`src/logic/ppu_colors.mem`:
```
// 2C02 system colours, one 24-bit RGB word per line, entries 00 to 3F
545454
001E74
081090
300088
440064
5C0030
540400
3C1800
202A00
083A00
004000
003C00
00323C
000000
000000
000000
989698
084CC4
3032EC
5C1EE4
8814B0
A01464
982220
783C00
545A00
287200
087C00
007628
006678
000000
000000
000000
ECEEEC
4C9AEC
787CEC
B062EC
E454EC
EC58B4
EC6A64
D48820
A0AA00
74C400
4CD020
38CC6C
38B4CC
3C3C3C
000000
000000
ECEEEC
A8CCEC
BCBCEC
D4B2EC
ECAEEC
ECAED4
ECB4B0
E4C490
CCD278
B4DE78
A8E290
98E2B4
A0D6E4
A0A2A0
000000
000000
```
`src/logic/ppu_pkg.sv`:
```
// PPU shared definitions
// Screen geometry, register codes and bus structs

package ppu_pkg;

    // Screen geometry, in dots and lines
    localparam logic [8:0] SCREEN_WIDTH          = 9'd341;
    localparam logic [8:0] SCREEN_HEIGHT         = 9'd262;
    localparam logic [8:0] SCREEN_VISIBLE_WIDTH  = 9'd256;
    localparam logic [8:0] SCREEN_VISIBLE_HEIGHT = 9'd240;

    localparam logic [8:0] VBLANK_SET_LINE   = 9'd241; // Flag sets at dot 1
    localparam logic [8:0] VBLANK_CLEAR_LINE = 9'd261; // Pre-render line, flag clears at dot 1

    // CPU register select codes
    localparam logic [2:0] RS_PPUCTRL   = 3'd0;
    localparam logic [2:0] RS_PPUMASK   = 3'd1;
    localparam logic [2:0] RS_PPUSTATUS = 3'd2;
    localparam logic [2:0] RS_PPUADDR   = 3'd6;
    localparam logic [2:0] RS_PPUDATA   = 3'd7;

    localparam logic [5:0] PALETTE_BASE = 6'h3F; // VRAM 3F00-3FFF maps to palette RAM

    // System colour table, relative to the project root
    localparam string COLOR_TABLE_FILE = "/design/src/logic/ppu_colors.mem";

    // Decoded CPU access, register side to VRAM side
    typedef struct packed {
        logic       addr_wr;   // PPUADDR write strobe
        logic       data_wr;   // PPUDATA write strobe
        logic       data_rd;   // PPUDATA read strobe
        logic       status_rd; // PPUSTATUS read, resets write toggle
        logic       inc32;     // PPUCTRL bit 2, step of 32
        logic [7:0] wdata;     // CPU write data
    } ppu_vram_cmd_t;

    // Current raster position
    typedef struct packed {
        logic [8:0] x;
        logic [8:0] y;
        logic       visible;
    } ppu_raster_t;

    typedef struct packed {
        logic [7:0] red;
        logic [7:0] green;
        logic [7:0] blue;
    } ppu_rgb_t;

endpackage

```
`src/logic/ppu_regs.sv`:
```
// PPU CPU register file
// Decode, control registers, vblank flag and NMI

`timescale 1ns/1ps

module ppu_regs (
    input  logic                   i_clk,
    input  logic                   i_reset_n,
    input  logic                   i_cs_n,
    input  logic                   i_rw,          // 1 = read, 0 = write
    input  logic [2:0]             i_rs,
    input  logic [7:0]             i_data,
    output logic [7:0]             o_data,
    output logic                   o_int_n,
    input  logic                   i_vblank_start,
    input  logic                   i_vblank_end,
    output ppu_pkg::ppu_vram_cmd_t o_cmd,
    input  logic [7:0]             i_rdata,       // PPUDATA read value
    output logic                   o_greyscale,
    output logic [7:0]             o_debug_ppuctrl,
    output logic [7:0]             o_debug_ppumask
);
    import ppu_pkg::*;

    logic [7:0] r_ppuctrl;
    logic [7:0] r_ppumask;
    logic       r_vblank;     // NMI_occurred, read as PPUSTATUS bit 7
    logic       r_int_n;

    logic       w_rd;
    logic       w_wr;

    assign w_rd = !i_cs_n && i_rw;
    assign w_wr = !i_cs_n && !i_rw;

    // Control registers, written at the end of the access cycle
    always_ff @(posedge i_clk)
    begin
        if (!i_reset_n)
        begin
            r_ppuctrl <= 8'h00;
            r_ppumask <= 8'h00;
        end
        else if (w_wr)
        begin
            if (i_rs == RS_PPUCTRL)
                r_ppuctrl <= i_data;
            if (i_rs == RS_PPUMASK)
                r_ppumask <= i_data;
        end
    end

    // Vblank flag; a set in the same cycle beats a clear
    always_ff @(posedge i_clk)
    begin
        if (!i_reset_n)
            r_vblank <= 1'b0;
        else if (i_vblank_start)
            r_vblank <= 1'b1;
        else if (i_vblank_end || o_cmd.status_rd)
            r_vblank <= 1'b0;
    end

    // NMI out, one register stage behind flag and enable
    always_ff @(posedge i_clk)
    begin
        if (!i_reset_n)
            r_int_n <= 1'b1;
        else
            r_int_n <= !(r_vblank && r_ppuctrl[7]);
    end

    // Strobes toward the VRAM port
    assign o_cmd.addr_wr   = w_wr && (i_rs == RS_PPUADDR);
    assign o_cmd.data_wr   = w_wr && (i_rs == RS_PPUDATA);
    assign o_cmd.data_rd   = w_rd && (i_rs == RS_PPUDATA);
    assign o_cmd.status_rd = w_rd && (i_rs == RS_PPUSTATUS);
    assign o_cmd.inc32     = r_ppuctrl[2];
    assign o_cmd.wdata     = i_data;

    // CPU read mux, only live in a read cycle
    always_comb
    begin
        o_data = 8'h00;
        if (w_rd)
        begin
            case (i_rs)
                RS_PPUSTATUS: o_data = {r_vblank, 7'b0000000};
                RS_PPUDATA:   o_data = i_rdata;
                default:      o_data = 8'h00; // Write-only or unmodelled
            endcase
        end
    end

    assign o_int_n         = r_int_n;
    assign o_greyscale     = r_ppumask[0];
    assign o_debug_ppuctrl = r_ppuctrl;
    assign o_debug_ppumask = r_ppumask;

endmodule

```
`src/logic/ppu_raster.sv`:
```
// PPU raster counter

`timescale 1ns/1ps

module ppu_raster (
    input  logic                 i_clk,
    input  logic                 i_reset_n,
    output ppu_pkg::ppu_raster_t o_raster,
    output logic                 o_vblank_start,
    output logic                 o_vblank_end
);
    import ppu_pkg::*;

    logic [8:0] r_x;  // Dot within line
    logic [8:0] r_y;  // Line within frame

    // Dot counter with carry into the line counter
    always_ff @(posedge i_clk)
    begin
        if (!i_reset_n)
        begin
            r_x <= 9'd0;
            r_y <= 9'd0;
        end
        else if (r_x != SCREEN_WIDTH - 9'd1)
            r_x <= r_x + 9'd1;
        else
        begin
            r_x <= 9'd0; // End of line
            if (r_y != SCREEN_HEIGHT - 9'd1)
                r_y <= r_y + 9'd1;
            else
                r_y <= 9'd0;
        end
    end

    assign o_raster.x       = r_x;
    assign o_raster.y       = r_y;
    assign o_raster.visible = (r_x < SCREEN_VISIBLE_WIDTH) && (r_y < SCREEN_VISIBLE_HEIGHT);

    // Strobes at dot 1 of the set and clear lines
    assign o_vblank_start = (r_x == 9'd1) && (r_y == VBLANK_SET_LINE);
    assign o_vblank_end   = (r_x == 9'd1) && (r_y == VBLANK_CLEAR_LINE);

endmodule

```
`src/logic/ppu_vram_port.sv`:
```
// PPU VRAM port and palette RAM

`timescale 1ns/1ps

module ppu_vram_port (
    input  logic                   i_clk,
    input  logic                   i_reset_n,
    input  ppu_pkg::ppu_vram_cmd_t i_cmd,
    output logic [7:0]             o_rdata,
    output logic                   o_video_rd_n,
    output logic                   o_video_we_n,
    output logic [13:0]            o_video_address,
    output logic [7:0]             o_video_data,
    input  logic [7:0]             i_video_data,
    output logic [5:0]             o_backdrop
);
    import ppu_pkg::*;

    logic [13:0] r_addr;             // Current VRAM address
    logic        r_toggle;           // 0 = next PPUADDR write is the high byte
    logic [7:0]  r_buffer;           // PPUDATA read buffer
    logic [7:0]  r_wdata;
    logic        r_we_cycle;         // Bus write in progress
    logic        r_rd_cycle;         // Bus read in progress
    logic [5:0]  r_palette [0:31];

    logic        w_is_palette;
    logic [4:0]  w_pal_index;
    logic [13:0] w_addr_next;

    assign w_is_palette = (r_addr[13:8] == PALETTE_BASE);

    // Entries 10/14/18/1C fold onto 00/04/08/0C
    assign w_pal_index = (r_addr[1:0] == 2'b00) ? {1'b0, r_addr[3:0]} : r_addr[4:0];

    assign w_addr_next = r_addr + (i_cmd.inc32 ? 14'd32 : 14'd1); // Wraps at 14 bits

    always_ff @(posedge i_clk)
    begin
        if (!i_reset_n)
        begin
            r_addr     <= 14'd0;
            r_toggle   <= 1'b0;
            r_buffer   <= 8'h00;
            r_wdata    <= 8'h00;
            r_we_cycle <= 1'b0;
            r_rd_cycle <= 1'b0;
            for (int i = 0; i < 32; i++)
                r_palette[i] <= 6'd0;
        end
        else
        begin
            r_we_cycle <= 1'b0; // Bus strobes last one cycle
            r_rd_cycle <= 1'b0;

            if (r_we_cycle || r_rd_cycle)
            begin
                // Bus cycle ends here, step the address
                r_addr <= w_addr_next;
                if (r_rd_cycle)
                    r_buffer <= i_video_data;
            end
            else if (i_cmd.addr_wr)
            begin
                if (!r_toggle)
                    r_addr[13:8] <= i_cmd.wdata[5:0]; // High bits first
                else
                    r_addr[7:0] <= i_cmd.wdata;
                r_toggle <= !r_toggle;
            end
            else if (i_cmd.data_wr)
            begin
                if (w_is_palette)
                begin
                    // Palette is internal, no bus cycle needed
                    r_palette[w_pal_index] <= i_cmd.wdata[5:0];
                    r_addr                 <= w_addr_next;
                end
                else
                begin
                    r_wdata    <= i_cmd.wdata;
                    r_we_cycle <= 1'b1;
                end
            end
            else if (i_cmd.data_rd)
                r_rd_cycle <= 1'b1;  // Refill buffer from the bus next cycle

            if (i_cmd.status_rd)
                r_toggle <= 1'b0;
        end
    end

    // Palette reads bypass the buffer
    assign o_rdata = w_is_palette ? {2'b00, r_palette[w_pal_index]} : r_buffer;

    assign o_video_rd_n    = !r_rd_cycle;
    assign o_video_we_n    = !r_we_cycle;
    assign o_video_address = r_addr;
    assign o_video_data    = r_wdata;
    assign o_backdrop      = r_palette[0]; // Universal background colour

endmodule

```
`src/logic/ppu_pixel_out.sv`:
```
// PPU pixel output stage

`timescale 1ns/1ps

module ppu_pixel_out (
    input  logic                 i_clk,
    input  logic                 i_reset_n,
    input  ppu_pkg::ppu_raster_t i_raster,
    input  logic [5:0]           i_backdrop,
    input  logic                 i_greyscale,
    output ppu_pkg::ppu_rgb_t    o_rgb,
    output logic [8:0]           o_video_x,
    output logic [8:0]           o_video_y,
    output logic                 o_video_visible
);
    import ppu_pkg::*;

    ppu_rgb_t   r_colors [0:63]; // System colour ROM
    logic [5:0] w_index;

    initial
    begin
        $readmemh(COLOR_TABLE_FILE, r_colors);
    end

    // Greyscale keeps only the luma column
    assign w_index = i_greyscale ? (i_backdrop & 6'h30) : i_backdrop;

    // Colour and position leave on the same edge
    always_ff @(posedge i_clk)
    begin
        if (!i_reset_n)
        begin
            o_rgb           <= '0;
            o_video_x       <= 9'd0;
            o_video_y       <= 9'd0;
            o_video_visible <= 1'b0;
        end
        else
        begin
            o_rgb           <= i_raster.visible ? r_colors[w_index] : '0; // Black in blanking
            o_video_x       <= i_raster.x;
            o_video_y       <= i_raster.y;
            o_video_visible <= i_raster.visible;
        end
    end

endmodule

```
`src/logic/ppu.sv`:
```
// PPU top level, 2C02 style

`timescale 1ns/1ps

module ppu (
    input  logic        i_clk,
    input  logic        i_reset_n,

    // CPU side
    input  logic        i_cs_n,
    input  logic        i_rw,
    input  logic [2:0]  i_rs,
    input  logic [7:0]  i_data,
    output logic [7:0]  o_data,
    output logic        o_int_n,         // To CPU NMI

    // Video bus
    output logic        o_video_rd_n,
    output logic        o_video_we_n,
    output logic [13:0] o_video_address,
    output logic [7:0]  o_video_data,
    input  logic [7:0]  i_video_data,

    // Pixel stream
    output logic [7:0]  o_video_red,
    output logic [7:0]  o_video_green,
    output logic [7:0]  o_video_blue,
    output logic [8:0]  o_video_x,
    output logic [8:0]  o_video_y,
    output logic        o_video_visible,

    output logic [7:0]  o_debug_ppuctrl,
    output logic [7:0]  o_debug_ppumask
);
    import ppu_pkg::*;

    ppu_vram_cmd_t w_cmd;
    ppu_raster_t   w_raster;
    ppu_rgb_t      w_rgb;
    logic [7:0]    w_rdata;
    logic [5:0]    w_backdrop;
    logic          w_greyscale;
    logic          w_vblank_start;
    logic          w_vblank_end;

    ppu_regs regs_i (
        .i_clk(i_clk), .i_reset_n(i_reset_n),
        .i_cs_n(i_cs_n), .i_rw(i_rw), .i_rs(i_rs), .i_data(i_data),
        .o_data(o_data), .o_int_n(o_int_n),
        .i_vblank_start(w_vblank_start), .i_vblank_end(w_vblank_end),
        .o_cmd(w_cmd), .i_rdata(w_rdata), .o_greyscale(w_greyscale),
        .o_debug_ppuctrl(o_debug_ppuctrl), .o_debug_ppumask(o_debug_ppumask)
    );

    ppu_raster raster_i (
        .i_clk(i_clk), .i_reset_n(i_reset_n), .o_raster(w_raster),
        .o_vblank_start(w_vblank_start), .o_vblank_end(w_vblank_end)
    );

    ppu_vram_port vram_i (
        .i_clk(i_clk), .i_reset_n(i_reset_n), .i_cmd(w_cmd), .o_rdata(w_rdata),
        .o_video_rd_n(o_video_rd_n), .o_video_we_n(o_video_we_n),
        .o_video_address(o_video_address), .o_video_data(o_video_data),
        .i_video_data(i_video_data), .o_backdrop(w_backdrop)
    );

    ppu_pixel_out pixel_i (
        .i_clk(i_clk), .i_reset_n(i_reset_n), .i_raster(w_raster),
        .i_backdrop(w_backdrop), .i_greyscale(w_greyscale), .o_rgb(w_rgb),
        .o_video_x(o_video_x), .o_video_y(o_video_y), .o_video_visible(o_video_visible)
    );

    // Split colour struct onto the pins
    assign o_video_red   = w_rgb.red;
    assign o_video_green = w_rgb.green;
    assign o_video_blue  = w_rgb.blue;

endmodule

```
`config.mk`:
```
export PLATFORM = sky130hd
export DESIGN_NAME = ppu
export DESIGN_NICKNAME = d
export VERILOG_FILES = /design/src/logic/ppu_pkg.sv /design/src/logic/ppu_regs.sv /design/src/logic/ppu_raster.sv /design/src/logic/ppu_vram_port.sv /design/src/logic/ppu_pixel_out.sv /design/src/logic/ppu.sv
export SDC_FILE = /design/constraint.sdc
export NUM_CORES = 1
export LEC_CHECK = 0
export BUFFER_PORTS_ARGS = -buffer_cell sky130_fd_sc_hd__buf_2
export CORE_ASPECT_RATIO = 0.75
export CORE_MARGIN = 2
export CORE_UTILIZATION = 60
export CTS_CLUSTER_SIZE = 30
export DETAILED_ROUTE_END_ITERATION = 10
export PLACE_DENSITY = 0.86
export SYNTH_ARGS = -nofsm -noshare
export SYNTH_HDL_FRONTEND = slang
export SYNTH_HIERARCHICAL = 1
export SYNTH_SLANG_ARGS = --single-unit
```
`constraint.sdc`:
```
create_clock -name i_clk -period 7 [get_ports i_clk]
set_input_delay 0.35 -clock i_clk [delete_from_list [all_inputs] [get_ports i_clk]]
set_output_delay 0.35 -clock i_clk [all_outputs]
set_load 0.03 [all_outputs]
```
# Word level (Yosys, flattened, before mapping)
# Memories as Yosys holds them, arrays and structs flattened.
# Index checks and enable logic that the tools add are counted.
dict set report totals {
  out_inout_bits 92
  n_memories 1
  word_cells 104
  ramBits 192
  regBits 112
}
dict set report classes {
  n_eq_ne 12
  mux 26
  bitwise_logic 5
  add_sub_neg 3
  n_reduce_logical 36
  magnitude_cmp 2
}
# memory depth width rd rd_clocked_by_memory_dff write_ports line_no
set memory_table {}
lappend memory_table {vram_i.r_palette 32 6 1 0 32 ppu_vram_port.sv:25} ;# logic [5:0] r_palette [0:31];
# op count
set op_table {}
lappend op_table {{14-bit two-way mux} 4}
lappend op_table {{8-bit two-way mux} 3}
lappend op_table {{9-bit by 1-bit adder with 9-bit output, second input constant} 2}
lappend op_table {{6-bit two-way mux} 3}
lappend op_table {{9-bit != test, second input constant} 2}
lappend op_table {{8-bit one-hot mux with 2 select lines} 1}
lappend op_table {{14-bit adder} 1}
lappend op_table {{1-bit two-way mux} 12}
lappend op_table {{2-bit AND reduction} 6}
lappend op_table {{1-bit logical AND} 10}
lappend op_table {{5-bit two-way mux} 2}
lappend op_table {{9-bit by 1-bit equality test with 1-bit output, second input constant} 1}
lappend op_table {{9-bit by 8-bit equality test with 1-bit output, second input constant} 1}
lappend op_table {{9-bit equality test, second input constant} 1}
lappend op_table {{9-bit by 8-bit less-than comparator with 1-bit output, second input constant} 1}
lappend op_table {{9-bit less-than comparator, second input constant} 1}
lappend op_table {{9-bit two-way mux} 1}
lappend op_table {{4-bit OR reduction} 2}
lappend op_table {{3-bit equality test, second input constant} 2}
lappend op_table {{6-bit equality test, second input constant} 1}
lappend op_table {{1-bit logical NOT} 6}
lappend op_table {{3-bit AND reduction} 2}
lappend op_table {{3-bit nonzero test} 2}
lappend op_table {{6-bit OR reduction} 1}
lappend op_table {{other kinds (11)} 16}

# Depth between registers and ports, before layout
dict set report logic_depth {
  ltp_word 10
  depth_mapped 9
  ltp_nobuf 7
}

# By module
# The synthesis kept the hierarchy.
# mod area_per_inst_um2 seq_area_each_um2 cells_per_inst n_inst
set modules_own_cells {}
lappend modules_own_cells {ppu_vram_port 9676.8 5705.5 775 1}
lappend modules_own_cells {ppu_raster 902.1 360.3 104 1}
lappend modules_own_cells {ppu_regs 859.6 360.3 95 1}
lappend modules_own_cells {ppu_pixel_out 713.2 380.4 64 1}

# Worst setup path after synthesis
# Ideal clock, no wire load.
dict set report synth_path {
  path_type {input-to-reg}
  start {in i_rs[0]}
  end {mem vram_i.r_palette[0][0] (enable)}
  arrival_ps 2443
  setup_time_ps 377
  path_stages 7
  path_buffers 1
  setup_slack_ps 4180
  required_time_ps 6623
  cell_sequence {nand2_1 > nor4b_1 > nand4b_1 > or2_2 > or4_4 > buf_6 > o21ai_0}
}
# item line_no
set synth_lines {}
lappend synth_lines {{start: declaration} ppu.sv:12} ;# input logic [2:0] i_rs,
lappend synth_lines {{end: declaration} ppu_vram_port.sv:25}

# Worst setup path after layout
dict set report layout_path {
  start {reg vram_i.r_addr[3], in the netlist vram_i/o_video_address[3]}
  end {out o_data[4]}
}
dict set report layout_between {
  elab_chain_len 5
}
# item line_no
set layout_lines {}
lappend layout_lines {{start: declaration} ppu_vram_port.sv:19} ;# logic [13:0] r_addr;
lappend layout_lines {{start signal: assignment} ppu_vram_port.sv:59} ;# r_addr <= w_addr_next;
lappend layout_lines {{start signal: assignment} ppu_vram_port.sv:68} ;# r_addr[7:0] <= i_cmd.wdata;
lappend layout_lines {{start signal: assignment} ppu_vram_port.sv:77} ;# r_addr <= w_addr_next;
lappend layout_lines {{5-bit two-way mux} ppu_vram_port.sv:34} ;# assign w_pal_index = (r_addr[1:0] == 2'b00) ? {1'b0, r_addr[3:0]} : r_addr[4:0];
lappend layout_lines {{memory read 32 x 6 bit} n/a}
lappend layout_lines {{8-bit two-way mux} ppu_vram_port.sv:94} ;# assign o_rdata = w_is_palette ? {2'b00, r_palette[w_pal_index]} : r_buffer;
lappend layout_lines {{net w_rdata[4]} ppu.sv:40} ;# logic [7:0] w_rdata;
lappend layout_lines {{8-bit one-hot mux with 2 select lines} ppu_regs.sv:87} ;# case (i_rs)
lappend layout_lines {{8-bit two-way mux} ppu_regs.sv:85} ;# if (w_rd)
lappend layout_lines {{end: declaration} ppu.sv:14} ;# output logic [7:0] o_data,
# The timed path passes the listed nets, and every way through them passes these cells.

==> metrics.txt <==
async set or reset register ratio after synthesis 0; DR vias 8586; Most used DFF post-synth edfxtp_1; Die X ~170 um; buffer count from post-CTS setup fixing 0; post-synthesis sequential area ratio 0.560; Hold Fails Final Rpt 0; commonest non-fill, non-tap cell in the layout and2_1; Total Nets Final 1118; Max Clk Rate 230 MHz; Tmin final roughly 4.3 ns; die area between 0.02 and 0.025 mm2; Pre-antenna DRT Iters 7; vias in the first global route slightly above 8000; setup_tns 0 ns; H-Tree Depth 1; Power Density roughly 240 mW/mm2; critical path's slowest cell nor2_1; # DRC 0; RePlAce Congestion 0.870; slew of the pin with the lowest slew margin approximately 1.2 ns; post-synth top area cell edfxtp_1; Hold Slack a little under 0.06 ns; setup-violating endpoint count in the final report 0; clock share of power 0.433; total congestion overflow 0; switch share 0.226; drt via density 6.29; Leak Pwr ~5 nW; n_diodes 0; internal power ~2.5 mW; synth-to-layout area growth 10.3%; Multi-input gate area around 0.0048 mm2; # resized after CTS 0; Die Y between 100 and 150 um; Cell Area, Synth ~0.012 mm2; CTS Buffer Depth 3; Post-CTS Hold Buffers 0; Reg power frac 0.513; Setup Skew ~0.028 ns; Worst-Skew Late Latency 0.54 ns; worst hold path class primary input to flop; detailed-route wire length per cell 21.4 um; cell chain of the critical path clkinv_1, nor2_1, a22oi_1, a31oi_1, and2_1, buf_2; Final period util 0.621; P_sw 0.739 mW; Worst VDD drop 0.000233 V; initial antenna violation count 0; CP required 6.65 ns; crit-path max cell delay between 0.9 and 1 ns; Startpoint Class flop; status completed; register area slightly below 0.007 mm2; Ports approximately 120; synthesis-stage register bit count around 260; Critical Path AT about 4.0 ns; FILL cells approximately 1400; commonest non-fill, non-tap cells in the layout and2_1 (183), edfxtp_1 (168), buf_2 (90), dfxtp_1 (86), nand2_1 (69); Synth Area per Inst approximately 12 um2; CTS clk-pin slew, worst paths about 0.070 ns; # rows 45; relative slew slack 0.166; EDFF count, synth ~170; post-synth cell types 70; core area ~0.020 mm2; largest net degree at the start of global routing 67; Comb pwr share 0.054; Post-Syn Instances between 1000 and 1500; starting density of the core 0.606; Clock Sinks roughly 260; top cell type's share of synthesized area 0.415; Setup CP Type flop to output pin; Root Buffer Master clkbuf_16; GR Util All Layers 0.270; Synth area leaders edfxtp_1 (42%), dfxtp_1 (14%), and2_1 (9.4%); RSZ-0062 raised after global routing no; starting DRC count in detailed routing between 900 and 1000; critical path fanouts, max 20; Routed Antenna Nets 0; endpoint class of the critical path output pin; CTS tree built; IO buf count 90; Slew Viols, Final 0; maxcap violations 0; global-route wire length before repair around 45000 um; layout cell share with drive strength beyond 1 0.201; CTS buffer count 26; Synth Warn # 6; DP Wirelength 18700 um; WL final a little under 30000 um
-- synth_stat cells, drive strengths merged, types with 11 or more instances --
library cell / instances
and2: 198
edfxtp: 168
dfxtp: 88
nor2: 73
nand2: 70
buf: 56
o21ai: 45
clkbuf: 41
mux2i: 34
a221oi: 26
mux2: 24
mux4: 24
nand3: 20
nand4: 13
xnor2: 13
a22oi: 12
nor3: 11
nor4: 11
-- cell families after synthesis --
family / count (synthesis) / synth area share
AO/OA/AOI/OAI: 130 / 0.0738
XOR/XNOR: 15 / 0.0108
adder cells (fa/ha/maj): 8 / 0.00824
buffers and inverters: 108 / 0.0482
flip-flops: 256 / 0.560
multiplexers: 82 / 0.0947
other: 1 / 0.000309
AND/OR/NAND/NOR: 438 / 0.204
-- critical path, delay by kind of cell, from the launching register on --
kind / cells / cell delay [ns]
AOI/OAI and AO/OA: 2 / 0.40
buffers and inverters: 2 / 0.94
and+or+nand+nor: 2 / 1.20
DFF: 1 / 0.89
-- final timing paths --
| kind | start | to | slack [ns] | cells past startpoint |
|---|---|---|---|---|
| worst max-delay path | vram_i/o_video_address[3] | o_data[4] | 2.65 | 6 |
| worst min-delay path | i_video_data[3] | vram_i/r_buffer[3] | 0.06 | 3 |
| worst max register to register | vram_i/o_video_address[3] | vram_i/r_palette[30][0] | 2.87 | 5 |
| worst min register to register | regs_i/o_debug_ppuctrl[7] | regs_i/o_int_n | 0.45 | 1 |
-- sequential cells by signal, summed over array words and instances, names as in the netlist, 9 cells and up --
name                    cells
raster_i/r_y                9
raster_i/r_x                9
vram_i/o_video_address     14
pixel_i/o_video_y           9
pixel_i/o_video_x           9
vram_i/r_palette          168
-- final cells by class --
type                       count  area share
inverter                      11     0.00308
sequential                   256       0.508
multi-input combinational    697       0.361
clock buffer                  35      0.0589
clock inverter                13     0.00831
timing repair buffer          95      0.0364
tap                          258      0.0241
-- power by group through the flow --
stage | clock network [mW] | logic [mW] | registers [mW]
2_1_floorplan | 0 | 0.123 | 1.72
3_3_place_gp | 0 | 0.168 | 1.71
3_5_place_dp | 0 | 0.173 | 1.71
4_1_cts | 1.43 | 0.173 | 1.68
5_1_grt | 1.49 | 0.187 | 1.68
6_report | 1.42 | 0.175 | 1.68
-- metal layers --
layer / routed length, um / track usage
met5: 0 / 0
met4: 1070 / 0.0994
met3: 3480 / 0.0613
met2: 13000 / 0.414
met1: 11700 / 0.380
-- through the flow --
stage	util	cell area, um2	setup WS (ns)	std cells	power [mW]
finish	0.669	13400	2.65	1365	3.28
global route	0.669	13400	2.58	1365	3.37
CTS	0.669	13400	2.92	1365	3.28
detailed placement	0.624	12500	3.20	1317	1.88
global placement	0.624	12500	3.50	1317	1.88
floorplan	-	12200	4.18	1061	1.84
No activity file was read; power rests on OpenSTA's default activity.
